`config.mk`:
```
export PLATFORM = sky130hd
export DESIGN_NAME = uart_16c550
export DESIGN_NICKNAME = d
export VERILOG_FILES = /design/src/rtl/uart_pkg.sv /design/src/rtl/uart_fifo.sv /design/src/rtl/uart_tx.sv /design/src/rtl/uart_rx.sv /design/src/rtl/uart_regs.sv /design/src/rtl/uart_16c550.sv
export SDC_FILE = /design/constraint.sdc
export NUM_CORES = 1
export LEC_CHECK = 0
export BUFFER_PORTS_ARGS = -buffer_cell sky130_fd_sc_hd__buf_2
export CORE_UTILIZATION = 63
export DETAILED_ROUTE_END_ITERATION = 10
export MAX_ROUTING_LAYER = met4
export PLACE_DENSITY = 0.9
export SYNTH_ARGS = -nofsm -noshare
export SYNTH_HDL_FRONTEND = slang
export SYNTH_SLANG_ARGS = --single-unit
```
`constraint.sdc`:
```
create_clock -name baudclk_24000kHz -period 9.57 [get_ports baudclk_24000kHz]
set_clock_uncertainty 0.2 [all_clocks]
set_input_delay 0.957 -clock baudclk_24000kHz [delete_from_list [all_inputs] [get_ports baudclk_24000kHz]]
set_output_delay 0.957 -clock baudclk_24000kHz [all_outputs]
set_load 0.05 [all_outputs]
```
`src/rtl/uart_pkg.sv`:
```
// serial port common definitions
// register map, interrupt identifiers, widths and reset values
`default_nettype none

package uart_pkg;

  // datapath widths
  localparam int DATA_W     = 8;
  localparam int DIV_W      = 16;
  localparam int FIFO_DEPTH = 16;
  localparam int FIFO_AW    = 4;

  // register reset values
  localparam logic [DATA_W-1:0] LCR_RESET = 8'h00;
  localparam logic [DATA_W-1:0] LSR_RESET = 8'h60;
  localparam logic [DATA_W-1:0] DLL_RESET = 8'h60;
  localparam logic [DATA_W-1:0] DLM_RESET = 8'h80;
  localparam logic [DATA_W-1:0] IIR_RESET = 8'hC1;

  // register offsets with DLL/DLM at 0 and 1 under DLAB
  typedef enum logic [2:0] {
    REG_RBR = 3'd0,
    REG_IER = 3'd1,
    REG_IIR = 3'd2,
    REG_LCR = 3'd3,
    REG_MCR = 3'd4,
    REG_LSR = 3'd5,
    REG_MSR = 3'd6,
    REG_SCR = 3'd7
  } reg_addr_e;

  // IIR bits 3:1
  typedef enum logic [2:0] {
    IRQ_NONE      = 3'd0,
    IRQ_THR_EMPTY = 3'd1,
    IRQ_RX_DATA   = 3'd2,
    IRQ_LINE      = 3'd3
  } irq_id_e;

endpackage

`default_nettype wire

```
`src/rtl/uart_fifo.sv`:
```
// byte FIFO, circular buffer with read and write pointers
// head entry is always visible on dout
`timescale 1ns/1ps
`default_nettype none

module uart_fifo
  import uart_pkg::*;
#(
  parameter int FIFO_DEPTH = uart_pkg::FIFO_DEPTH
)
(
  input  wire logic              baudclk_24000kHz,
  input  wire logic              reset,
  input  wire logic              push,
  input  wire logic [DATA_W-1:0] din,
  input  wire logic              pop,
  output logic      [DATA_W-1:0] dout,
  output logic                   empty,
  output logic                   full
);

  logic [DATA_W-1:0]  mem [FIFO_DEPTH];
  logic [FIFO_AW-1:0] wptr;
  logic [FIFO_AW-1:0] rptr;
  logic [FIFO_AW:0]   count;
  logic               do_push;
  logic               do_pop;

  assign empty = (count == '0);
  assign full = (count == (FIFO_AW + 1)'(FIFO_DEPTH));
  // overflow and underflow are ignored
  assign do_push = push && !full;
  assign do_pop = pop && !empty;
  assign dout = mem[rptr];

  always_ff @(posedge baudclk_24000kHz)
  begin
    if (do_push)
      mem[wptr] <= din;
  end

  always_ff @(posedge baudclk_24000kHz or negedge reset)
  begin
    if (!reset)
    begin
      wptr  <= '0;
      rptr  <= '0;
      count <= '0;
    end
    else
    begin
      if (do_push)
        wptr <= (wptr == FIFO_AW'(FIFO_DEPTH - 1)) ? '0 : wptr + 1'b1;
      if (do_pop)
        rptr <= (rptr == FIFO_AW'(FIFO_DEPTH - 1)) ? '0 : rptr + 1'b1;
      if (do_push && !do_pop)
        count <= count + 1'b1;
      else if (do_pop && !do_push)
        count <= count - 1'b1;
    end
  end

endmodule

`default_nettype wire

```
`src/rtl/uart_tx.sv`:
```
// serial transmitter
// builds a frame from the FIFO head and shifts it out LSB first
`timescale 1ns/1ps
`default_nettype none

module uart_tx
  import uart_pkg::*;
(
  input  wire logic              baudclk_24000kHz,
  input  wire logic              reset,
  input  wire logic [4:0]        lcr,
  input  wire logic [DIV_W-1:0]  divisor,
  input  wire logic              empty,
  input  wire logic [DATA_W-1:0] head,
  output logic                   pop,
  output logic                   busy,
  output logic                   tx
);

  logic [3:0]        word_len;
  logic [3:0]        frame_len;
  logic [DATA_W-1:0] data_bits;
  logic              parity;
  logic [11:0]       frame;
  logic [11:0]       shift_q;
  logic [3:0]        bits_left;
  logic [DIV_W-1:0]  baud_cnt;

  assign word_len = 4'd5 + {2'b00, lcr[1:0]};
  // start + data + parity + one or two stop bits
  assign frame_len = 4'd2 + word_len + {3'b000, lcr[3]} + {3'b000, lcr[2]};
  assign pop = !empty && !busy;
  assign tx = shift_q[0];

  always_comb
  begin
    data_bits = head & ({DATA_W{1'b1}} >> (4'd8 - word_len));
    // odd parity unless even is selected
    parity = (^data_bits) ^ ~lcr[4];
    frame = '1;
    frame[0] = 1'b0;
    for (int i = 0; i < DATA_W; i++)
    begin
      if (i < word_len)
        frame[i + 1] = head[i];
    end
    if (lcr[3])
      frame[word_len + 4'd1] = parity;
  end

  //////////////////////////////////////////////////
  // bit-rate counter and shifter
  always_ff @(posedge baudclk_24000kHz or negedge reset)
  begin
    if (!reset)
    begin
      shift_q   <= '1;
      bits_left <= '0;
      baud_cnt  <= '0;
      busy      <= 1'b0;
    end
    else if (pop)
    begin
      shift_q   <= frame;
      bits_left <= frame_len;
      baud_cnt  <= divisor - 1'b1;
      busy      <= 1'b1;
    end
    else if (busy)
    begin
      if (baud_cnt == '0)
      begin
        baud_cnt  <= divisor - 1'b1;
        shift_q   <= {1'b1, shift_q[11:1]};
        bits_left <= bits_left - 1'b1;
        if (bits_left == 4'd1)
          busy <= 1'b0;
      end
      else
        baud_cnt <= baud_cnt - 1'b1;
    end
  end

endmodule

`default_nettype wire

```
`src/rtl/uart_rx.sv`:
```
// serial receiver
// start-edge detection, mid-bit sampling, parity and stop-bit checks
`timescale 1ns/1ps
`default_nettype none

module uart_rx
  import uart_pkg::*;
(
  input  wire logic             baudclk_24000kHz,
  input  wire logic             reset,
  input  wire logic [4:0]       lcr,
  input  wire logic [DIV_W-1:0] divisor,
  input  wire logic             rx,
  output logic                  push,
  output logic [DATA_W-1:0]     data,
  output logic                  parity_err,
  output logic                  framing_err
);

  logic [1:0]       rx_sync;
  logic             rx_bit;
  logic             rx_prev;
  logic             active;
  logic             start_edge;
  logic             sample;
  logic [DIV_W-1:0] baud_cnt;
  logic [3:0]       bit_idx;
  logic [3:0]       word_len;
  logic [3:0]       stop_idx;
  logic             parity_acc;

  assign rx_bit = rx_sync[1];
  assign word_len = 4'd5 + {2'b00, lcr[1:0]};
  // index 0 is the start bit
  assign stop_idx = word_len + 4'd1 + {3'b000, lcr[3]};
  assign start_edge = !active && rx_prev && !rx_bit;
  assign sample = active && (baud_cnt == '0);

  //////////////////////////////////////////////////
  // frame timing
  always_ff @(posedge baudclk_24000kHz or negedge reset)
  begin
    if (!reset)
    begin
      rx_sync  <= 2'b11;
      rx_prev  <= 1'b1;
      active   <= 1'b0;
      baud_cnt <= '0;
      bit_idx  <= '0;
      push     <= 1'b0;
    end
    else
    begin
      rx_sync <= {rx_sync[0], rx};
      rx_prev <= rx_bit;
      push <= sample && (bit_idx == stop_idx);
      if (start_edge)
      begin
        active   <= 1'b1;
        baud_cnt <= (divisor >> 1) - 1'b1;
        bit_idx  <= '0;
      end
      else if (sample)
      begin
        baud_cnt <= divisor - 1'b1;
        bit_idx  <= bit_idx + 1'b1;
        // false start or end of frame
        if (((bit_idx == '0) && rx_bit) || (bit_idx == stop_idx))
          active <= 1'b0;
      end
      else if (active)
        baud_cnt <= baud_cnt - 1'b1;
    end
  end

  // data and error capture
  always_ff @(posedge baudclk_24000kHz)
  begin
    if (start_edge)
    begin
      data        <= '0;
      parity_acc  <= 1'b0;
      parity_err  <= 1'b0;
      framing_err <= 1'b0;
    end
    else if (sample)
    begin
      if ((bit_idx >= 4'd1) && (bit_idx <= word_len))
      begin
        data[3'(bit_idx - 4'd1)] <= rx_bit;
        parity_acc <= parity_acc ^ rx_bit;
      end
      else if (lcr[3] && (bit_idx == word_len + 4'd1))
        parity_err <= parity_acc ^ rx_bit ^ ~lcr[4];
      else if (bit_idx == stop_idx)
        framing_err <= ~rx_bit;
    end
  end

endmodule

`default_nettype wire

```
`src/rtl/uart_regs.sv`:
```
// serial port register file
// bus decode with DLAB, control and status registers, interrupt priority
`timescale 1ns/1ps
`default_nettype none

module uart_regs
  import uart_pkg::*;
(
  input  wire logic              baudclk_24000kHz,
  input  wire logic              reset,
  input  wire logic              req,
  input  wire logic              we,
  input  wire reg_addr_e         addr,
  input  wire logic [DATA_W-1:0] wdata,
  output logic      [DATA_W-1:0] rdata,
  output logic                   ready,
  input  wire logic              cts_n,
  input  wire logic              dsr_n,
  input  wire logic              ri_n,
  input  wire logic              dcd_n,
  output logic                   rts_n,
  output logic                   dtr_n,
  output logic                   irq_n,
  output logic                   tx_push,
  output logic      [DATA_W-1:0] tx_data,
  input  wire logic              tx_full,
  input  wire logic              tx_empty,
  input  wire logic              tx_busy,
  output logic                   rx_pop,
  input  wire logic [DATA_W-1:0] rx_head,
  input  wire logic              rx_empty,
  input  wire logic              parity_err,
  input  wire logic              framing_err,
  input  wire logic              rx_push,
  output logic      [4:0]        lcr,
  output logic      [DIV_W-1:0]  divisor
);

  logic              pending;
  logic              rd;
  logic              wr;
  logic              dlab;
  logic [3:0]        ier_q;
  logic [DATA_W-1:0] lcr_q;
  logic [4:0]        mcr_q;
  logic [DATA_W-1:0] scr_q;
  logic [DATA_W-1:0] dll_q;
  logic [DATA_W-1:0] dlm_q;
  logic [DATA_W-1:0] lsr_q;
  logic [DATA_W-1:0] iir_q;
  logic [DATA_W-1:0] rbr_q;
  logic [3:0]        modem_s1;
  logic [3:0]        modem_s2;
  logic              pe_q;
  logic              fe_q;
  logic              thre_q;
  logic              tx_empty_d;
  logic              ier_thre_rise;
  irq_id_e           irq_id;
  logic [DATA_W-1:0] rd_mux;

  // access happens in the cycle after req is seen, ready follows it
  assign rd = pending && !we;
  assign wr = pending && we;
  assign dlab = lcr_q[7];

  assign lcr = lcr_q[4:0];
  assign divisor = {dlm_q, dll_q};
  assign tx_data = wdata;
  assign tx_push = wr && (addr == REG_RBR) && !dlab && !tx_full;
  assign rx_pop = rd && (addr == REG_RBR) && !dlab && !rx_empty;
  assign ier_thre_rise = wr && (addr == REG_IER) && !dlab && wdata[1] && !ier_q[1];

  assign rts_n = ~mcr_q[1];
  assign dtr_n = ~mcr_q[0];
  // OUT2 gates the interrupt pin
  assign irq_n = ~(mcr_q[3] && !iir_q[0]);

  //////////////////////////////////////////////////
  // interrupt priority
  always_comb
  begin
    if ((pe_q || fe_q) && ier_q[2])
      irq_id = IRQ_LINE;
    else if (!rx_empty && ier_q[0])
      irq_id = IRQ_RX_DATA;
    else if (thre_q && ier_q[1])
      irq_id = IRQ_THR_EMPTY;
    else
      irq_id = IRQ_NONE;
  end

  // read data select
  always_comb
  begin
    rd_mux = '0;
    case (addr)
      REG_RBR: rd_mux = dlab ? dll_q : (rx_empty ? rbr_q : rx_head);
      REG_IER: rd_mux = dlab ? dlm_q : {4'b0000, ier_q};
      REG_IIR: rd_mux = iir_q;
      REG_LCR: rd_mux = lcr_q;
      REG_MCR: rd_mux = {3'b000, mcr_q};
      REG_LSR: rd_mux = lsr_q;
      REG_MSR: rd_mux = {~modem_s2, 4'b0000};
      REG_SCR: rd_mux = scr_q;
      default: rd_mux = '0;
    endcase
  end

  //////////////////////////////////////////////////
  // registers
  always_ff @(posedge baudclk_24000kHz or negedge reset)
  begin
    if (!reset)
    begin
      pending    <= 1'b0;
      ready      <= 1'b0;
      rdata      <= '0;
      ier_q      <= '0;
      lcr_q      <= LCR_RESET;
      mcr_q      <= '0;
      scr_q      <= '0;
      dll_q      <= DLL_RESET;
      dlm_q      <= DLM_RESET;
      lsr_q      <= LSR_RESET;
      iir_q      <= IIR_RESET;
      rbr_q      <= '0;
      modem_s1   <= '1;
      modem_s2   <= '1;
      pe_q       <= 1'b0;
      fe_q       <= 1'b0;
      thre_q     <= 1'b0;
      tx_empty_d <= 1'b1;
    end
    else
    begin
      // a req still high during ready is not a new access
      pending <= req && !pending && !ready;
      ready <= pending;
      if (rd)
        rdata <= rd_mux;
      if (rx_pop)
        rbr_q <= rx_head;

      modem_s1 <= {dcd_n, ri_n, dsr_n, cts_n};
      modem_s2 <= modem_s1;
      tx_empty_d <= tx_empty;

      lsr_q <= {pe_q || fe_q, tx_empty && !tx_busy, tx_empty, 1'b0,
                fe_q, pe_q, 1'b0, !rx_empty};
      iir_q <= {IIR_RESET[7:4], irq_id, irq_id == IRQ_NONE};

      if (wr)
      begin
        case (addr)
          REG_RBR:
          begin
            if (dlab)
              dll_q <= wdata;
          end
          REG_IER:
          begin
            if (dlab)
              dlm_q <= wdata;
            else
              ier_q <= wdata[3:0];
          end
          REG_LCR: lcr_q <= wdata;
          REG_MCR: mcr_q <= wdata[4:0];
          REG_SCR: scr_q <= wdata;
          default: ;
        endcase
      end

      // line errors held until LSR is read
      if (rd && (addr == REG_LSR))
      begin
        pe_q <= 1'b0;
        fe_q <= 1'b0;
      end
      if (rx_push && parity_err)
        pe_q <= 1'b1;
      if (rx_push && framing_err)
        fe_q <= 1'b1;

      // THR empty cleared only when it is the reported source
      if (rd && (addr == REG_IIR) && (iir_q[3:1] == IRQ_THR_EMPTY))
        thre_q <= 1'b0;
      if ((tx_empty && !tx_empty_d) || ier_thre_rise)
        thre_q <= 1'b1;
    end
  end

endmodule

`default_nettype wire

```
`src/rtl/uart_16c550.sv`:
```
// 16C550-style serial port top level
// connects register file, both FIFOs, transmitter and receiver
`timescale 1ns/1ps
`default_nettype none

module uart_16c550
  import uart_pkg::*;
(
  input  wire logic              baudclk_24000kHz,
  input  wire logic              reset,
  input  wire logic              req,
  input  wire logic              we,
  input  wire reg_addr_e         addr,
  input  wire logic [DATA_W-1:0] wdata,
  output logic      [DATA_W-1:0] rdata,
  output logic                   ready,
  input  wire logic              rx,
  output logic                   tx,
  input  wire logic              cts_n,
  input  wire logic              dsr_n,
  input  wire logic              ri_n,
  input  wire logic              dcd_n,
  output logic                   rts_n,
  output logic                   dtr_n,
  output logic                   irq_n
);

  logic              tx_push;
  logic [DATA_W-1:0] tx_data;
  logic              tx_pop;
  logic [DATA_W-1:0] tx_head;
  logic              tx_full;
  logic              tx_empty;
  logic              tx_busy;
  logic              rx_push;
  logic [DATA_W-1:0] rx_data;
  logic              rx_pop;
  logic [DATA_W-1:0] rx_head;
  logic              rx_empty;
  logic              parity_err;
  logic              framing_err;
  logic [4:0]        lcr;
  logic [DIV_W-1:0]  divisor;

  uart_regs i_uart_regs (
    .baudclk_24000kHz (baudclk_24000kHz),
    .reset            (reset),
    .req              (req),
    .we               (we),
    .addr             (addr),
    .wdata            (wdata),
    .rdata            (rdata),
    .ready            (ready),
    .cts_n            (cts_n),
    .dsr_n            (dsr_n),
    .ri_n             (ri_n),
    .dcd_n            (dcd_n),
    .rts_n            (rts_n),
    .dtr_n            (dtr_n),
    .irq_n            (irq_n),
    .tx_push          (tx_push),
    .tx_data          (tx_data),
    .tx_full          (tx_full),
    .tx_empty         (tx_empty),
    .tx_busy          (tx_busy),
    .rx_pop           (rx_pop),
    .rx_head          (rx_head),
    .rx_empty         (rx_empty),
    .parity_err       (parity_err),
    .framing_err      (framing_err),
    .rx_push          (rx_push),
    .lcr              (lcr),
    .divisor          (divisor)
  );

  // transmit direction
  uart_fifo #(
    .FIFO_DEPTH (FIFO_DEPTH)
  ) i_tx_fifo (
    .baudclk_24000kHz (baudclk_24000kHz),
    .reset            (reset),
    .push             (tx_push),
    .din              (tx_data),
    .pop              (tx_pop),
    .dout             (tx_head),
    .empty            (tx_empty),
    .full             (tx_full)
  );

  // receive direction
  uart_fifo #(
    .FIFO_DEPTH (FIFO_DEPTH)
  ) i_rx_fifo (
    .baudclk_24000kHz (baudclk_24000kHz),
    .reset            (reset),
    .push             (rx_push),
    .din              (rx_data),
    .pop              (rx_pop),
    .dout             (rx_head),
    .empty            (rx_empty),
    .full             ()
  );

  uart_tx i_uart_tx (
    .baudclk_24000kHz (baudclk_24000kHz),
    .reset            (reset),
    .lcr              (lcr),
    .divisor          (divisor),
    .empty            (tx_empty),
    .head             (tx_head),
    .pop              (tx_pop),
    .busy             (tx_busy),
    .tx               (tx)
  );

  uart_rx i_uart_rx (
    .baudclk_24000kHz (baudclk_24000kHz),
    .reset            (reset),
    .lcr              (lcr),
    .divisor          (divisor),
    .rx               (rx),
    .push             (rx_push),
    .data             (rx_data),
    .parity_err       (parity_err),
    .framing_err      (framing_err)
  );

endmodule

`default_nettype wire

```
==> impl_metrics.csv <==
group,metric,value,unit
clock_tree,cts.sinks,430,
worst_setup_path,reg2reg_slack,5.23,ns
floorplanning,die_x,181,um
clock_tree,clockRootBuffer,"clkbuf_16",
power_and_ir_drop,power_density,232,nW/um2
synthesis,syn_nets,1609,
hold_path,worstHoldStart,"i_uart_regs.modem_s1[0]",
drt,drc,0,
run_status,status,"complete, no violations",
finish,num_antenna_cells,0,
synthesis,synth_edf_count,256,
timing,max_freq,224,MHz
worst_setup_path,worstPathArrival,4.70,ns
finish,drive_above_1_share,17.0,%
global_route,grt_util_all_layers,33.2,%
global_route,grt_use_met2,53.1,%
synthesis,synth_area_per_cell,13.1,um2
worst_setup_path,critPathCaptureType,"flop",
worst_setup_path,reg2reg_depth,13,
hold_path,hold_depth,0,
worst_setup_path,path_max_fanout,30,
synthesis,synth_ff_type,"edfxtp_1",
synthesis,synth_area,20200,um2
timing,rsz0062_at_grt,"no",
clock_tree,cts_buffers,43,
timing,worst_slew_pin_slew,1.38,ns
timing,holdWs,0.155,ns
synthesis,yosysWarnings,0,
clock_tree,clk_path_buf_depth,3,
global_route,grt.met3_usage,5.56,%
synthesis,synth_top_area_share,38.1,%
clock_tree,cts.htree.levels,2,
placement,placed_area,20500,um2
worst_setup_path,r2r_start,"i_tx_fifo.count[0]",
hold_path,min_path_type,"reg -> reg",
timing,setup_tns,0,ns
finish,fin_area,22100,um2
drt,detailroute.via_count,13800,
hold_path,hold_end,"i_uart_regs.modem_s2[0]",
floorplanning,die-area,32800,um2
floorplanning,start_util,64.0,%
timing,finalSetupViolations,0,
global_route,grt_antenna_before_repair,0,
global_route,grt_overflow,0,
drt,wirelength,51800,um
synthesis,synth_area_leaders,"edfxtp_1, dfrtp_1, mux4_2",
placement,dp_hpwl,32300,um
timing,period_share,46.7,%
finish,fin_util,70.0,%
power_and_ir_drop,p_leak,8.54,nW
drt,routedWlPerCell,26.1,um
timing,slew_headroom,7.12,%
synthesis,postSynth.asyncResetShare,37.9,%
global_route,grt_max_degree,98,
timing,fin_crit,4.47,ns
floorplanning,row_count,65,
drt,drt_iter0_drc,1931,
drt,routed_via_density,6.94,
clock_tree,cts_resized,0,
finish,area_delta_synth_final,9.28,%
global_route,grt_pass1_wl,80200,um
clock_tree,clk_latency,0.56,ns
floorplanning,io_pins,33,
finish,final_common_cell,"edfxtp_1",
global_route,grt_use_met1,42.3,%
timing,maxSlewViolCount,0,
finish,nets,1620,
clock_tree,post_cts.repair.setup_buffers,0,
finish,layout_common_cells,"edfxtp_1, nand2_1, dfrtp_1",
timing,worst_slack,5.10,ns
drt,ant_nets,0,
worst_setup_path,worstPathRequired,9.79,ns
clock_tree,cts_hold_buffers,0,
drt,dr.pass1.iters,9,
timing,finalHoldViolations,0,
clock_tree,cts_tree,"built",
synthesis,synth_cells,1540,
synthesis,yosys_register_bits,430,
floorplanning,die_h,181,um
placement,gp_congestion,0.883,
floorplanning,core,31600,um2
worst_setup_path,r2r-end,"i_tx_fifo.count[4]",
placement,portBuffers,32,
run,drv_cap,0,
power_and_ir_drop,ir_worst_vdd,0.196,mV
clock_tree,clk_pin_slew,0.06,ns
synthesis,synth_top_area_cell,"edfxtp_1",
synthesis,synth_cell_types,86,
global_route,grt-busiest-layer,"met2",
synthesis,yosysSeqAreaShare,59.5,%
global_route,grt_pass1_vias,13800,
worst_setup_path,start_kind,"primary input",
placement,dpl_worst_slack,4.74,ns
worst_setup_path,critPathKind,"in -> reg",
## area by class of cell
cell class	instances	area (um2)
Multi-Input combinational cell	971	7510
Inverter	53	199
Clock buffer	57	1200
Clock inverter	23	325
Fill cell	1931	9480
Timing Repair Buffer	52	317
Sequential cell	430	12000
Tap cell	402	503
## flip-flops by register name (all words and copies together) (netlist names), 12 cells and up
name	cells
i_rx_fifo.mem	128
i_tx_fifo.mem	128
i_uart_rx.baud_cnt	16
i_uart_tx.baud_cnt	16
i_uart_tx.shift_q	12
## per-layer routing
metal	share of wire [%]	vias up	wire length (um)
met2	49	981	25600
met3	9.7	200	5040
met4	4.7	0	2430
li1	-	5760	-
met5	0	-	0
met1	36	6864	18700
## power by group
group,switching [W],internal (W)
Clock,0.000731,0.00108
Sequential,0.000208,0.00214
Combinational,0.000590,0.000364
## how the worst max path moves through the flow
stage,from,endpoint,slack [ns],cells after the start
3_5_place_dp,addr[2],i_rx_fifo.count[4],4.74,13
6_report,addr[2],i_rx_fifo.count[4],5.10,13
2_1_floorplan,addr[1],i_rx_fifo.count[4],5.81,14
5_1_grt,addr[2],i_rx_fifo.count[4],4.68,13
4_1_cts,addr[2],i_rx_fifo.count[4],5.21,13
3_3_place_gp,addr[2],i_rx_fifo.count[4],4.94,13
## through the flow
stage	power, W	cells
floorplan	0.00300	1540
global placement	0.00320	1908
detailed placement	0.00327	1908
CTS	0.00508	1988
global route	0.00527	1988
finish	0.00511	1988
## Yosys cell counts (5+ instances only)
master    count
and3_1        5
clkbuf_1     51
a211oi_1      8
dfxtp_1      11
mux2i_1      38
nand3b_1      6
ha_1         46
nand2b_1      8
a31oi_1      10
mux4_1       13
buf_6         6
o21ai_0      80
o21a_1        5
a21o_1        9
dfstp_2      29
a221oi_1      9
xor2_1       26
or2_2         5
nand4_1       7
buf_1         7
dfrtp_1     134
and2_1       11
o31ai_1       5
nand3_1      32
nor3_1       28
o22ai_1      11
inv_1        50
a22oi_1      23
edfxtp_1    256
a221o_1       5
mux2_2       43
mux4_2       52
xnor2_1      44
or3_1         9
a21oi_1      65
nand2_1     157
nor4b_1       5
buf_2         9
nor2_1      104
nor2b_1      19
buf_4         7
nor4_1       13
## critical path, stage by stage
cell and delay (ns):
buf_2 0.28, inv_1 0.27, nand2_1 0.16, nor4_2 0.89
inv_1 0.45, ha_1 0.38, inv_1 0.16, ha_1 0.31
a21o_1 0.21, a21oi_1 0.24, xnor2_1 0.15, nor2_1 0.08
xor2_1 0.15
## cells by family after synthesis
kind of cell / share of synthesized area (%)
AOI/OAI and AO/OA: 8.80
xor gates and xnor gates: 3.26
adders and majority gates: 3.15
buffers and inverters: 3.38
DFF: 59.5
muxes: 11.8
and+or+nand+nor: 10.1
Power figures use the tool's default switching activity.
